File: src/csr_pkg.sv
package csr_pkg;

    localparam int XLEN    = 64;
    localparam int NUM_IRQ = 3;

    // source indices, also the bit position in the source vectors
    localparam int IRQ_SW    = 0;
    localparam int IRQ_TIMER = 1;
    localparam int IRQ_EXT   = 2;

    // mip/mie bit of each source
    localparam int unsigned IRQ_MIP_BIT [NUM_IRQ] = '{3, 7, 11};

    // cause code width and per-source interrupt codes
    localparam int CAUSE_W = 6;
    localparam logic [CAUSE_W-1:0] IRQ_CAUSE [NUM_IRQ] = '{6'd3, 6'd7, 6'd11};
    localparam logic [CAUSE_W-1:0] CAUSE_ECALL_M = 6'd11;

    localparam logic [11:0] CSR_MSTATUS = 12'h300;
    localparam logic [11:0] CSR_MIE     = 12'h304;
    localparam logic [11:0] CSR_MTVEC   = 12'h305;
    localparam logic [11:0] CSR_MEPC    = 12'h341;
    localparam logic [11:0] CSR_MCAUSE  = 12'h342;
    localparam logic [11:0] CSR_MIP     = 12'h344;

    localparam int MSTATUS_MIE_BIT  = 3;
    localparam int MSTATUS_MPIE_BIT = 7;
    // MPP = 3, machine mode only
    localparam logic [XLEN-1:0] MSTATUS_RESET   = 64'h0000_0000_0000_1800;
    localparam logic [XLEN-1:0] ADDR_ALIGN_MASK = {{(XLEN-2){1'b1}}, 2'b00};

    localparam logic [6:0]  OPC_SYSTEM    = 7'b1110011;
    localparam logic [11:0] FUNCT12_ECALL = 12'h000;
    localparam logic [11:0] FUNCT12_MRET  = 12'h302;

    typedef enum logic [1:0] {
        NONE = 2'd0,
        RW   = 2'd1,
        SET  = 2'd2,
        CLR  = 2'd3
    } csr_op_e;

    typedef struct packed {
        logic [11:0] addr;
        logic [4:0]  rs1;
        logic [2:0]  funct3;
        logic [4:0]  rd;
        logic [6:0]  opcode;
    } csr_fmt_t;

    typedef struct packed {
        logic [11:0] funct12;
        logic [4:0]  rs1;
        logic [2:0]  funct3;
        logic [4:0]  rd;
        logic [6:0]  opcode;
    } priv_fmt_t;

    typedef union packed {
        csr_fmt_t  csr;
        priv_fmt_t priv;
    } rv_instr_u;

endpackage
File: src/csr_unit.sv
`timescale 1ns/10ps

module csr_unit (
    input  logic                          clk,
    input  logic                          rst_n,
    input  logic [31:0]                   instr_i,
    input  logic [csr_pkg::XLEN-1:0]      rs1_data_i,
    input  logic [csr_pkg::XLEN-1:0]      pc_i,
    input  logic [csr_pkg::XLEN-1:0]      irq_pc_i,
    input  logic                          stall_n_i,
    input  logic [csr_pkg::NUM_IRQ-1:0]   irq_i,
    output logic [csr_pkg::XLEN-1:0]      csr_rdata_o,
    output logic [csr_pkg::XLEN-1:0]      mtvec_o,
    output logic [csr_pkg::XLEN-1:0]      mepc_o,
    output logic                          trap_taken_o
);
    import csr_pkg::*;

    csr_op_e            csr_op;
    logic               sel_mstatus;
    logic               sel_mie;
    logic               sel_mtvec;
    logic               sel_mepc;
    logic               sel_mcause;
    logic               sel_mip;
    logic               is_ecall;
    logic               is_mret;
    logic [XLEN-1:0]    wr_operand;
    logic [NUM_IRQ-1:0] irq_en;
    logic [NUM_IRQ-1:0] irq_pend;
    logic               mstatus_mie;

    csr_decode u_csr_decode (
        .instr_i       (instr_i),
        .rs1_data_i    (rs1_data_i),
        .csr_op_o      (csr_op),
        .sel_mstatus_o (sel_mstatus),
        .sel_mie_o     (sel_mie),
        .sel_mtvec_o   (sel_mtvec),
        .sel_mepc_o    (sel_mepc),
        .sel_mcause_o  (sel_mcause),
        .sel_mip_o     (sel_mip),
        .is_ecall_o    (is_ecall),
        .is_mret_o     (is_mret),
        .wr_operand_o  (wr_operand)
    );

    // one cell per source, fed its own operand bit
    for (genvar i = 0; i < NUM_IRQ; i++) begin : g_irq
        irq_cell u_irq_cell (
            .clk          (clk),
            .rst_n        (rst_n),
            .stall_n_i    (stall_n_i),
            .irq_i        (irq_i[i]),
            .global_ie_i  (mstatus_mie),
            .csr_op_i     (csr_op),
            .sel_mie_i    (sel_mie),
            .sel_mip_i    (sel_mip),
            .wr_bit_mie_i (wr_operand[IRQ_MIP_BIT[i]]),
            .wr_bit_mip_i (wr_operand[IRQ_MIP_BIT[i]]),
            .enable_o     (irq_en[i]),
            .pending_o    (irq_pend[i])
        );
    end

    trap_ctrl u_trap_ctrl (
        .clk           (clk),
        .rst_n         (rst_n),
        .stall_n_i     (stall_n_i),
        .csr_op_i      (csr_op),
        .sel_mstatus_i (sel_mstatus),
        .sel_mtvec_i   (sel_mtvec),
        .sel_mepc_i    (sel_mepc),
        .sel_mcause_i  (sel_mcause),
        .sel_mie_i     (sel_mie),
        .sel_mip_i     (sel_mip),
        .is_ecall_i    (is_ecall),
        .is_mret_i     (is_mret),
        .wr_operand_i  (wr_operand),
        .irq_en_i      (irq_en),
        .irq_pend_i    (irq_pend),
        .pc_i          (pc_i),
        .irq_pc_i      (irq_pc_i),
        .mstatus_mie_o (mstatus_mie),
        .trap_taken_o  (trap_taken_o),
        .csr_rdata_o   (csr_rdata_o),
        .mtvec_o       (mtvec_o),
        .mepc_o        (mepc_o)
    );

endmodule

File: src/trap_ctrl.sv
`timescale 1ns/10ps

module trap_ctrl (
    input  logic                          clk,
    input  logic                          rst_n,
    input  logic                          stall_n_i,
    input  csr_pkg::csr_op_e              csr_op_i,
    input  logic                          sel_mstatus_i,
    input  logic                          sel_mtvec_i,
    input  logic                          sel_mepc_i,
    input  logic                          sel_mcause_i,
    input  logic                          sel_mie_i,
    input  logic                          sel_mip_i,
    input  logic                          is_ecall_i,
    input  logic                          is_mret_i,
    input  logic [csr_pkg::XLEN-1:0]      wr_operand_i,
    input  logic [csr_pkg::NUM_IRQ-1:0]   irq_en_i,
    input  logic [csr_pkg::NUM_IRQ-1:0]   irq_pend_i,
    input  logic [csr_pkg::XLEN-1:0]      pc_i,
    input  logic [csr_pkg::XLEN-1:0]      irq_pc_i,
    output logic                          mstatus_mie_o,
    output logic                          trap_taken_o,
    output logic [csr_pkg::XLEN-1:0]      csr_rdata_o,
    output logic [csr_pkg::XLEN-1:0]      mtvec_o,
    output logic [csr_pkg::XLEN-1:0]      mepc_o
);
    import csr_pkg::*;

    logic [XLEN-1:0]    mstatus_q;
    logic [XLEN-1:0]    mtvec_q;
    logic [XLEN-1:0]    mepc_q;
    logic [XLEN-1:0]    mcause_q;
    logic [XLEN-1:0]    mie_word;
    logic [XLEN-1:0]    mip_word;
    logic [NUM_IRQ-1:0] irq_hit;
    logic [CAUSE_W-1:0] irq_code;
    logic               irq_take;
    logic               do_trap;
    logic               csr_wr;

    function automatic logic [XLEN-1:0] apply_op(
        input csr_op_e         op,
        input logic [XLEN-1:0] old_val,
        input logic [XLEN-1:0] operand
    );
        case (op)
            RW:      apply_op = operand;
            SET:     apply_op = old_val | operand;
            CLR:     apply_op = old_val & ~operand;
            default: apply_op = old_val;
        endcase
    endfunction

    assign irq_hit  = irq_en_i & irq_pend_i;
    assign irq_take = mstatus_q[MSTATUS_MIE_BIT] && (|irq_hit);
    assign do_trap  = irq_take || is_ecall_i;

    // csr writes are dropped in a trap cycle
    assign csr_wr = stall_n_i && !do_trap && (csr_op_i != NONE);

    // external first, then software, then timer
    always_comb begin
        irq_code = '0;
        if (irq_hit[IRQ_EXT]) begin
            irq_code = IRQ_CAUSE[IRQ_EXT];
        end else if (irq_hit[IRQ_SW]) begin
            irq_code = IRQ_CAUSE[IRQ_SW];
        end else if (irq_hit[IRQ_TIMER]) begin
            irq_code = IRQ_CAUSE[IRQ_TIMER];
        end
    end

    always_ff @(posedge clk or negedge rst_n) begin
        if (!rst_n) begin
            mstatus_q <= MSTATUS_RESET;
        end else if (stall_n_i) begin
            if (do_trap) begin
                mstatus_q[MSTATUS_MPIE_BIT] <= mstatus_q[MSTATUS_MIE_BIT];
                mstatus_q[MSTATUS_MIE_BIT]  <= 1'b0;
            end else if (is_mret_i) begin
                mstatus_q[MSTATUS_MIE_BIT]  <= mstatus_q[MSTATUS_MPIE_BIT];
                mstatus_q[MSTATUS_MPIE_BIT] <= 1'b1;
            end else if (csr_wr && sel_mstatus_i) begin
                mstatus_q <= apply_op(csr_op_i, mstatus_q, wr_operand_i);
            end
        end
    end

    always_ff @(posedge clk or negedge rst_n) begin
        if (!rst_n) begin
            mtvec_q <= '0;
        end else if (csr_wr && sel_mtvec_i) begin
            mtvec_q <= apply_op(csr_op_i, mtvec_q, wr_operand_i) & ADDR_ALIGN_MASK;
        end
    end

    // interrupt beats ecall for the saved pc
    always_ff @(posedge clk or negedge rst_n) begin
        if (!rst_n) begin
            mepc_q <= '0;
        end else if (stall_n_i) begin
            if (irq_take) begin
                mepc_q <= irq_pc_i & ADDR_ALIGN_MASK;
            end else if (is_ecall_i) begin
                mepc_q <= pc_i & ADDR_ALIGN_MASK;
            end else if (csr_wr && sel_mepc_i) begin
                mepc_q <= apply_op(csr_op_i, mepc_q, wr_operand_i) & ADDR_ALIGN_MASK;
            end
        end
    end

    always_ff @(posedge clk or negedge rst_n) begin
        if (!rst_n) begin
            mcause_q <= '0;
        end else if (stall_n_i) begin
            if (irq_take) begin
                mcause_q <= {1'b1, {(XLEN-1-CAUSE_W){1'b0}}, irq_code};
            end else if (is_ecall_i) begin
                mcause_q <= {{(XLEN-CAUSE_W){1'b0}}, CAUSE_ECALL_M};
            end else if (csr_wr && sel_mcause_i) begin
                mcause_q <= apply_op(csr_op_i, mcause_q, wr_operand_i);
            end
        end
    end

    // place cell bits at their mie/mip positions
    always_comb begin
        mie_word = '0;
        mip_word = '0;
        for (int i = 0; i < NUM_IRQ; i++) begin
            mie_word[IRQ_MIP_BIT[i]] = irq_en_i[i];
            mip_word[IRQ_MIP_BIT[i]] = irq_pend_i[i];
        end
    end

    assign csr_rdata_o = ({XLEN{sel_mstatus_i}} & mstatus_q)
                       | ({XLEN{sel_mtvec_i}}   & mtvec_q)
                       | ({XLEN{sel_mepc_i}}    & mepc_q)
                       | ({XLEN{sel_mcause_i}}  & mcause_q)
                       | ({XLEN{sel_mie_i}}     & mie_word)
                       | ({XLEN{sel_mip_i}}     & mip_word);

    assign trap_taken_o  = do_trap;
    assign mstatus_mie_o = mstatus_q[MSTATUS_MIE_BIT];
    assign mtvec_o       = mtvec_q;
    assign mepc_o        = mepc_q;

    assert property (@(posedge clk) disable iff (!rst_n) mepc_q[1:0] == 2'b00)
        else $error("trap_ctrl: mepc low bits not zero");

endmodule

File: src/irq_cell.sv
`timescale 1ns/10ps

module irq_cell (
    input  logic             clk,
    input  logic             rst_n,
    input  logic             stall_n_i,
    input  logic             irq_i,
    input  logic             global_ie_i,
    input  csr_pkg::csr_op_e csr_op_i,
    input  logic             sel_mie_i,
    input  logic             sel_mip_i,
    input  logic             wr_bit_mie_i,
    input  logic             wr_bit_mip_i,
    output logic             enable_o,
    output logic             pending_o
);
    import csr_pkg::*;

    logic enable_q;
    logic pending_q;
    logic enable_nxt;
    logic pending_nxt;
    logic mie_wr;
    logic mip_wr;

    assign mie_wr = sel_mie_i && stall_n_i && (csr_op_i != NONE);
    assign mip_wr = sel_mip_i && stall_n_i && (csr_op_i != NONE);

    // write rule on this source's single bit
    always_comb begin
        enable_nxt  = enable_q;
        pending_nxt = pending_q;
        case (csr_op_i)
            RW: begin
                enable_nxt  = wr_bit_mie_i;
                pending_nxt = wr_bit_mip_i;
            end
            SET: begin
                enable_nxt  = enable_q | wr_bit_mie_i;
                pending_nxt = pending_q | wr_bit_mip_i;
            end
            CLR: begin
                enable_nxt  = enable_q & ~wr_bit_mie_i;
                pending_nxt = pending_q & ~wr_bit_mip_i;
            end
            default: enable_nxt = enable_q;
        endcase
    end

    always_ff @(posedge clk or negedge rst_n) begin
        if (!rst_n) begin
            enable_q <= 1'b0;
        end else if (mie_wr) begin
            enable_q <= enable_nxt;
        end
    end

    // pending tracks the line every cycle, a mip write wins
    always_ff @(posedge clk or negedge rst_n) begin
        if (!rst_n) begin
            pending_q <= 1'b0;
        end else if (mip_wr) begin
            pending_q <= pending_nxt;
        end else if (irq_i && enable_q && global_ie_i) begin
            pending_q <= 1'b1;
        end else if (!irq_i) begin
            pending_q <= 1'b0;
        end
    end

    assign enable_o  = enable_q;
    assign pending_o = pending_q;

    assert property (@(posedge clk) disable iff (!rst_n)
        $rose(pending_q) |-> ($past(irq_i) || $past(mip_wr)))
        else $error("irq_cell: pending rose with line low and no mip write");

endmodule

File: src/csr_decode.sv
`timescale 1ns/10ps

module csr_decode (
    input  csr_pkg::rv_instr_u          instr_i,
    input  logic [csr_pkg::XLEN-1:0]    rs1_data_i,
    output csr_pkg::csr_op_e            csr_op_o,
    output logic                        sel_mstatus_o,
    output logic                        sel_mie_o,
    output logic                        sel_mtvec_o,
    output logic                        sel_mepc_o,
    output logic                        sel_mcause_o,
    output logic                        sel_mip_o,
    output logic                        is_ecall_o,
    output logic                        is_mret_o,
    output logic [csr_pkg::XLEN-1:0]    wr_operand_o
);
    import csr_pkg::*;

    logic is_system;
    logic is_priv;
    logic csr_access;

    assign is_system = (instr_i.csr.opcode == OPC_SYSTEM);

    // op kind from funct3, bit 2 only picks the immediate form
    always_comb begin
        csr_op_o = NONE;
        if (is_system) begin
            case (instr_i.csr.funct3)
                3'b001, 3'b101: csr_op_o = RW;
                3'b010, 3'b110: csr_op_o = SET;
                3'b011, 3'b111: csr_op_o = CLR;
                default:        csr_op_o = NONE;
            endcase
        end
    end

    assign csr_access = (csr_op_o != NONE);

    // selects double as read enables
    assign sel_mstatus_o = csr_access && (instr_i.csr.addr == CSR_MSTATUS);
    assign sel_mie_o     = csr_access && (instr_i.csr.addr == CSR_MIE);
    assign sel_mtvec_o   = csr_access && (instr_i.csr.addr == CSR_MTVEC);
    assign sel_mepc_o    = csr_access && (instr_i.csr.addr == CSR_MEPC);
    assign sel_mcause_o  = csr_access && (instr_i.csr.addr == CSR_MCAUSE);
    assign sel_mip_o     = csr_access && (instr_i.csr.addr == CSR_MIP);

    // privileged form: funct3, rs1 and rd all zero
    assign is_priv = is_system
                  && (instr_i.priv.funct3 == 3'b000)
                  && (instr_i.priv.rs1 == 5'd0)
                  && (instr_i.priv.rd == 5'd0);

    assign is_ecall_o = is_priv && (instr_i.priv.funct12 == FUNCT12_ECALL);
    assign is_mret_o  = is_priv && (instr_i.priv.funct12 == FUNCT12_MRET);

    // uimm sits in the rs1 field, zero extended
    assign wr_operand_o = instr_i.csr.funct3[2] ? {{(XLEN-5){1'b0}}, instr_i.csr.rs1}
                                                : rs1_data_i;

    always_comb begin
        assert ($onehot0({is_ecall_o, is_mret_o, csr_access}))
            else $error("csr_decode: ecall, mret and csr op raised together");
    end

endmodule

File: config.mk
export PLATFORM = sky130hd
export DESIGN_NAME = csr_unit
export DESIGN_NICKNAME = d
export VERILOG_FILES = /design/src/csr_pkg.sv /design/src/csr_unit.sv /design/src/trap_ctrl.sv /design/src/irq_cell.sv /design/src/csr_decode.sv
export SDC_FILE = /design/constraint.sdc
export NUM_CORES = 1
export LEC_CHECK = 0
export ABC_AREA = 1
export ABC_CLOCK_PERIOD_IN_PS = 2200
export BUFFER_PORTS_ARGS = -buffer_cell sky130_fd_sc_hd__buf_2
export CAP_MARGIN = 30
export CELL_PAD_IN_SITES_DETAIL_PLACEMENT = 1
export CELL_PAD_IN_SITES_GLOBAL_PLACEMENT = 1
export CORE_UTILIZATION = 37
export CTS_CLUSTER_SIZE = 8
export DETAILED_ROUTE_END_ITERATION = 8
export GPL_TIMING_DRIVEN = 0
export PLACE_DENSITY_LB_ADDON = 0.1
export SKIP_LAST_GASP = 1
export SYNTH_ARGS = -nofsm -noshare
export SYNTH_HDL_FRONTEND = slang
export SYNTH_HIERARCHICAL = 1
export SYNTH_SLANG_ARGS = --single-unit
File: constraint.sdc
create_clock -name clk -period 2.2 [get_ports clk]
set_clock_uncertainty 0.15 [all_clocks]
set_input_delay 0.22 -clock clk [delete_from_list [all_inputs] [get_ports clk]]
set_output_delay 0.22 -clock clk [all_outputs]
set_load 0.005 [all_outputs]
==> results of run 1 <==
==> stage by stage <==
step,setup TNS [ns],hold WS [ns],util [%],power (mW),instances
finish,-2.34,0.0168,56.6,11.5,3959
global route,-7.69,0.0421,56.6,11.8,3959
CTS,-0.293,0.000296,54.5,11.5,3929
detailed placement,-418.67,0.0726,44.6,5.60,3658
global placement,-1621.62,0.305,44.4,5.57,3653
floorplan,-1.12,-0.226,-,5.16,2648
==> placed cells by master (no fill, tap or decap), types with 56 or more instances in the layout <==
cell           count
buf_2            432
clkbuf_16         59
dfrtp_1          255
dlygate4sd3_1    175
inv_1            336
nand2_1          904
nand3_1          155
nor2_1           239
o21ai_0          223
o21ai_1           56
or2_2             60
==> synthesized netlist by cell type <==
cell type / instances
o21ai_0: 280
nor3_4: 1
dfrtp_1: 256
a221o_1: 31
o22ai_1: 45
buf_4: 6
clkinv_1: 4
a22oi_1: 1
nand2_2: 4
o31ai_1: 30
nand4_1: 14
conb_1: 1
nor2_2: 1
clkbuf_1: 82
inv_2: 5
o21ai_1: 15
a21oi_1: 32
inv_1: 347
o2111ai_1: 13
buf_2: 42
nand3_1: 160
nor2_1: 249
o211ai_1: 4
buf_1: 21
or2_2: 60
buf_6: 1
o31a_1: 1
nor3_1: 8
mux2_2: 5
dfstp_2: 2
nand2_1: 924
==> cell families (layout without fill, tap and decap cells) <==
kind of cell	after synthesis	in the layout
AO/OA/AOI/OAI	452	452
buffers and inverters	508	1226
flip-flops	258	258
multiplexers	5	5
other	1	4
AND/OR/NAND/NOR	1421	1422
==> worst paths after layout <==
kind | startpoint | to | slack, ns | cells after the start
max | instr_i[6] | csr_rdata_o[42] | -0.11 | 11
min | instr_i[13] | g_irq[2].u_irq_cell/enable_o$_DFFE_PN0P_ | 0.02 | 7
max reg2reg | g_irq[0].u_irq_cell/enable_o$_DFFE_PN0P_ | u_trap_ctrl/mepc_o[15]$_DFFE_PN0P_ | 0.03 | 11
max in group asynchronous | rst_n | u_trap_ctrl/mtvec_o[44]$_DFFE_PN0P_ | 0.73 | 3
min reg2reg | u_trap_ctrl/mcause_q[63]$_DFFE_PN0P_ | u_trap_ctrl/mcause_q[63]$_DFFE_PN0P_ | 0.33 | 2
min in group asynchronous | rst_n | u_trap_ctrl/mepc_o[7]$_DFFE_PN0P_ | 0.08 | 2
==> registers in the layout, summed over array words and instances, names as in the netlist <==
name                        flops
u_trap_ctrl/mtvec_o            62
u_trap_ctrl/mcause_q           64
u_trap_ctrl/mstatus_q          64
g_irq.u_irq_cell/pending_o      3
g_irq.u_irq_cell/enable_o       3
u_trap_ctrl/mepc_o             62
==> power by group through the flow <==
| stage | combinational [mW] | sequential [mW] | clock, mW |
|---|---|---|---|
| after floorplan | 0.318 | 4.84 | 0 |
| after global placement | 0.725 | 4.84 | 0 |
| after detailed placement | 0.761 | 4.84 | 0 |
| after CTS | 1.04 | 4.76 | 5.66 |
| after global routing | 1.19 | 4.76 | 5.82 |
| final | 1.09 | 4.76 | 5.63 |
==> worst max-delay path, cell delays in order <==
cell and delay, ns:
buf_2 0.10, nand3_4 0.12, inv_4 0.09, nand3_4 0.14, nor3_4 0.25, buf_6 0.19, buf_12 0.12, clkinv_8 0.07
clkbuf_8 0.20, o2111ai_4 0.26, buf_2 0.17
==> cell type report <==
class | count | area share (%)
Timing Repair Buffer | 668 | 19.3
Multi-Input combinational cell | 1883 | 36.9
Buffer | 150 | 5.20
Timing Repair inverter | 2 | 0.129
Tap cell | 592 | 2.93
Clock inverter | 1 | 0.0198
Inverter | 356 | 5.68
Clock buffer | 49 | 4.18
Sequential cell | 258 | 25.6
==> metal layers <==
| layer | up-vias | wire length (µm) |
|---|---|---|
| met5 | - | 0 |
| met4 | 0 | 5000 |
| met3 | 279 | 7180 |
| met2 | 1081 | 45700 |
| met1 | 11034 | 36800 |
| li1 | 9764 | - |
==> repair_timing <==
item,CTS,global route
resized for setup,299,198
hold buffers,175,0
setup buffers,34,27
pin swaps,20,22
endpoints found under the hold margin,175,0
cloned,12,7
endpoints found under the setup margin,317,308
==> run metrics, run 1 <==
final instance area=25200 µm²; Crit path required time=~1.8 ns; mapped cell area=~17000 µm²; first-pass GRT wire length=~140000 µm; Synth Area in Adders=0%; # rows=77; power per cell area=roughly 460 nW/µm²; Yosys top cell by area=dfrtp_1; fin nets=between 3000 and 4000; #FFs+latches synth=roughly 260; share of cells above drive strength 1=26.0%; Top Usage Layer GRT=met2; die area=46500 µm²; mux contribution to synthesized area=0.334%; drt first pass iters=5; RSZ-0062 raised after global routing=yes; post-synthesis cell type count=31; worst skew pair latency=0.55 ns; Comb pwr share=under 10%; XOR/XNOR Fraction of Synth Area=0%; Layout fillers=around 5800; hpwl dp=between 60000 and 70000 µm; largest net degree at the start of global routing=110; initial antenna violation count=0; Worst Max-Slew Pin Slew=approximately 0.79 ns; Num CTS Buffers=38; via count=between 20000 and 25000; remaining global-route overflow=0; Ant. Diodes=0; GPL Wtd Cong=0.926; DR DRC count=0; Final ANT Viol Nets=0; outcome=complete, but fails checks; CTS tree=built; Area Overhead vs Synth=49.5%; Hold Path Class=in2reg; Synth area leaders=dfrtp_1 (38%), nand2_1 (21%), o21ai_0 (8.3%); met2 usage=66.7%; Sw Share=25.5%; Yosys warnings=6; Yosys top cell area share=38.0%; sequential share of power=between 40% and 50%; IO Pins=between 400 and 500; Final Hold Fails=0; register area share after synthesis=38.3%; DP Area=19900 µm²; DRT Wirelength=94700 µm; PortBufs=approximately 410; compound-gate portion of the synthesized area=15.5%; Routed wire per std cell=about 24 µm; min Tclk post-route=about 2.3 ns; Worst slew margin=47.1%; post-place setup slack=-1.93 ns; met1 Usage GRT=47.6%; CTS root buf=clkbuf_16; Leak=about 13 nW; GRT Util Overall=approximately two fifths; Final WS setup=-0.113 ns; # setup viols final=71; Syn Inst Count=approximately 2600; Pint=around 8.6 mW; Startpoint Class=input port; clk sink count=~260; maxcap violations=0; Pins Over Slew Limit=0; Initial Utilization=around 38%; Final period util=105%; area of the multi-input gates=about 9300 µm²; core area=roughly 45000 µm²; CP Capture Type=output port; Clk pin slew, worst setup/hold paths=0.05 ns; vias in the first global route=approximately 23000; initial DRC count=between 1500 and 2000; met3 global-route usage=around 6.6%; post-synthesis simple-gate area fraction=between 30 and 40%; Worst VDD drop=about 0.43 mV; clock network power share=roughly half; Die Y=between 200 and 250 µm; largest family of logic cells by synthesized area=simple AND/OR/NAND/NOR gates; CP arrival=1.94 ns; CP Max Fanout=10; critical path type=in2out; CTS Buffer Depth=3; Psw=a little under 3 mW; H-tree depth=2; f_max=0.432 GHz; die extent in x=216 µm; failing checks=setup timing; Syn Area/Cell=roughly 6.4 µm²; vias per cell=about 5.6; Reg area=~6500 µm²
No activity file was read; power rests on OpenSTA's default activity.
==> inputs of run 2 (changes only) <==
--- a/config.mk
+++ b/config.mk
@@ -8,7 +8,6 @@
 export ABC_AREA = 1
 export ABC_CLOCK_PERIOD_IN_PS = 2200
 export BUFFER_PORTS_ARGS = -buffer_cell sky130_fd_sc_hd__buf_2
-export CAP_MARGIN = 30
 export CELL_PAD_IN_SITES_DETAIL_PLACEMENT = 1
 export CELL_PAD_IN_SITES_GLOBAL_PLACEMENT = 1
 export CORE_UTILIZATION = 37
@@ -16,6 +15,7 @@
 export DETAILED_ROUTE_END_ITERATION = 8
 export GPL_TIMING_DRIVEN = 0
 export PLACE_DENSITY_LB_ADDON = 0.1
+export SETUP_SLACK_MARGIN = 0.15
 export SKIP_LAST_GASP = 1
 export SYNTH_ARGS = -nofsm -noshare
 export SYNTH_HDL_FRONTEND = slang
==> run 2 against run 1 <==
The run still ends with setup timing left; final area increased by 7.4%; first-iteration DRC count is 16% higher; clock power is 2% lower; sequential power barely moved; combinational power increased by 6%; largest power group unchanged; highest routed layer is now met5.
==> run metrics, run 2 (synthesis gave the netlist of run 1 again) <==
outcome=complete, but fails checks (unchanged); failing checks=setup timing (unchanged); Final Util=60.8% (was 56.6%); maxcap violations=0 (unchanged); first-pass GRT wire length=137000 µm (was 138000 µm); CTS root buf=clkbuf_16 (unchanged); IO Pins=423 (unchanged); Startpoint Class=input port (unchanged); Die Y=216 µm (unchanged); fin nets=3609 (was 3587); DRT Wirelength=105000 µm (was 94700 µm); drt first pass iters=6 (was 5); Final period util=109% (was 105%); Pint=8.43 mW (was 8.56 mW); CP Max Fanout=6 (was 10); PortBufs=413 (unchanged); CTS Buffer Depth=3 (unchanged); fin cells=3984 (was 3959); critical-path cell list=buf_2 -> inv_1 -> nand4_1 -> nor3_1 -> nand2_1 -> o2111ai_1 -> buf_2 (was buf_2 -> nand3_4 -> inv_4 -> nand3_4 -> nor3_4 -> buf_6 -> buf_12 -> clkinv_8 -> clkbuf_8 -> o2111ai_4 -> buf_2); Pins Over Slew Limit=0 (unchanged); vias per cell=5.84 (was 5.60); Top delay family on crit path=simple AND/OR/NAND/NOR gates (was buffers and inverters); CP arrival=2.03 ns (was 1.94 ns); clk sink count=258 (unchanged); Num CTS Buffers=38 (unchanged); power per cell area=423 nW/µm² (was 455 nW/µm²); Crit path required time=1.83 ns (about the same); Worst VDD drop=0.457 mV (was 0.428 mV); most common cell after layout, fill and taps aside=nand2_1 (unchanged); RSZ-0062 raised after global routing=yes (unchanged); Hold Path Class=in2async (was in2reg); f_max=0.416 GHz (was 0.432 GHz); Comb pwr share=10.1% (was 9.5%); initial DRC count=2241 (was 1937); share of cells above drive strength 1=33.9% (was 26.0%); Largest regs=u_trap_ctrl/mcause_q (64), u_trap_ctrl/mstatus_q (64) (unchanged); vias in the first global route=22892 (was 23078); slowest CP cell=nor3_1 (was o2111ai_4); # rows=77 (unchanged); DR DRC count=0 (unchanged); Inst Count DP=3656 (was 3658); Buffers & Inverters on Critical Path=3 (was 7); Initial Utilization=37.8% (unchanged); Final ANT Viol Nets=0 (unchanged); commonest cells after routing, fill and taps aside=nand2_1 (775), buf_2 (420), inv_1 (334) (was nand2_1 (904), buf_2 (432), inv_1 (336)); H-tree depth=2 (unchanged); Leak=14.3 nW (was 13.5 nW); initial antenna violation count=4 (was 0); Routed wire per std cell=26.3 µm (was 23.9 µm); die extent in x=216 µm (unchanged); via count=23278 (was 22158); worst skew pair latency=0.56 ns (was 0.55 ns); largest net degree at the start of global routing=81 (was 110); Final Hold Fails=0 (unchanged); min Tclk post-route=2.40 ns (was 2.31 ns); Clk pin slew, worst setup/hold paths=0.05 ns (about the same); GPL Wtd Cong=0.928 (was 0.926); CP most frequent cell=buf_2; die area=46500 µm² (unchanged); # setup viols final=194 (was 71); CP peak stage delay=0.74 ns (was 0.26 ns); Area Overhead vs Synth=60.6% (was 49.5%); clock network power share=48.3% (was 49.0%); Sw Share=26.4% (was 25.5%); sequential share of power=41.6% (was 41.4%); Worst slew margin=34.6% (was 47.1%); critical path type=in2out (unchanged); Final WS setup=-0.203 ns (was -0.113 ns); hpwl dp=61400 µm (about the same); Worst Max-Slew Pin Slew=0.982 ns (was 0.794 ns); remaining global-route overflow=0 (unchanged); GRT Util Overall=38.8% (was 39.1%); CTS tree=built (unchanged); CP Capture Type=output port (unchanged); Psw=3.03 mW (was 2.92 mW); core area=44600 µm² (unchanged)
run 2: cell types whose count changed in the layout (fill, tap and decap cells not counted), sizes merged:
cell         delta
buf            +41
clkbuf          -6
clkinv          +1
diode           +3
dlygate4sd3    -13
nand2           -1
run 2: cell type report:
class	instances	area [µm²]
multi-input cells	1882	10300
repair inverters	2	32.5
flip-flops and latches	258	6460
clock inverters	2	13.8
fillers	5578	17500
plain buffers	149	1680
diodes	3	7.51
inverters	356	1430
repair buffers	692	5480
well taps	592	741
clock buffers	48	1010
run 2: worst register-to-register path, delay by kind of cell (launching register included):
kind	cells	cell delay, ns
buffers and inverters	4	0.64
and+or+nand+nor	6	0.63
AOI/OAI and AO/OA	2	0.43
DFF	1	0.41
run 2: power groups by stage:
stage / logic (mW) / clock network [mW] / registers (mW)
3_3_place_gp: 0.731 / 0 / 4.84
4_1_cts: 1.01 / 5.54 / 4.76
5_1_grt: 1.24 / 5.74 / 4.76
2_1_floorplan: 0.320 / 0 / 4.84
3_5_place_dp: 0.771 / 0 / 4.84
6_report: 1.16 / 5.53 / 4.76
run 2: repair_timing:
| action | in CTS | in global routing |
|---|---|---|
| setup buffers | 38 | 46 |
| hold buffers | 161 | 1 |
| endpoints found under the setup margin | 317 | 362 |
| endpoints found under the hold margin | 212 | 1 |
| resized for setup | 241 | 711 |
| cloned | 2 | 30 |
| pin swaps | 15 | 74 |
run 2: routing by layer:
| metal | vias up | wire length, µm | global-route usage (%) |
|---|---|---|---|
| li1 | 9833 | - | - |
| met1 | 11491 | 38100 | 47.7 |
| met2 | 1465 | 49200 | 65.2 |
| met3 | 485 | 10300 | 6.40 |
| met4 | 4 | 7270 | 20.4 |
| met5 | - | 26 | 0 |
run 2: final timing paths:
kind / from / endpoint / slack, ns / cells past startpoint
max: instr_i[20] / csr_rdata_o[11] / -0.20 / 7
min: rst_n / g_irq[1].u_irq_cell/pending_o$_DFFE_PN0P_ / 0.01 / 2
max reg2reg: g_irq[1].u_irq_cell/pending_o$_DFFE_PN0P_ / u_trap_ctrl/mcause_q[55]$_DFFE_PN0P_ / -0.20 / 12
min reg2reg: u_trap_ctrl/mstatus_q[12]$_DFFE_PN1P_ / u_trap_ctrl/mstatus_q[12]$_DFFE_PN1P_ / 0.32 / 2
max in group asynchronous: rst_n / u_trap_ctrl/mcause_q[34]$_DFFE_PN0P_ / 0.49 / 5
min in group clk: rs1_data_i[39] / u_trap_ctrl/mstatus_q[39]$_DFFE_PN0P_ / 0.01 / 7
run 2: per-stage QoR:
step | total power [mW] | setup slack [ns] | instance area (µm²) | hold slack, ns | setup TNS (ns)
2_1_floorplan | 5.16 | -0.0291 | 17200 | -0.226 | -1.05
3_3_place_gp | 5.57 | -4.60 | 20000 | 0.303 | -1556.53
5_1_grt | 11.7 | -0.286 | 27100 | 0.0402 | -16.49
4_1_cts | 11.3 | -0.118 | 23800 | 0.000803 | -3.62
6_report | 11.5 | -0.203 | 27100 | 0.0130 | -10.71
3_5_place_dp | 5.61 | -1.88 | 20100 | 0.0189 | -404.17
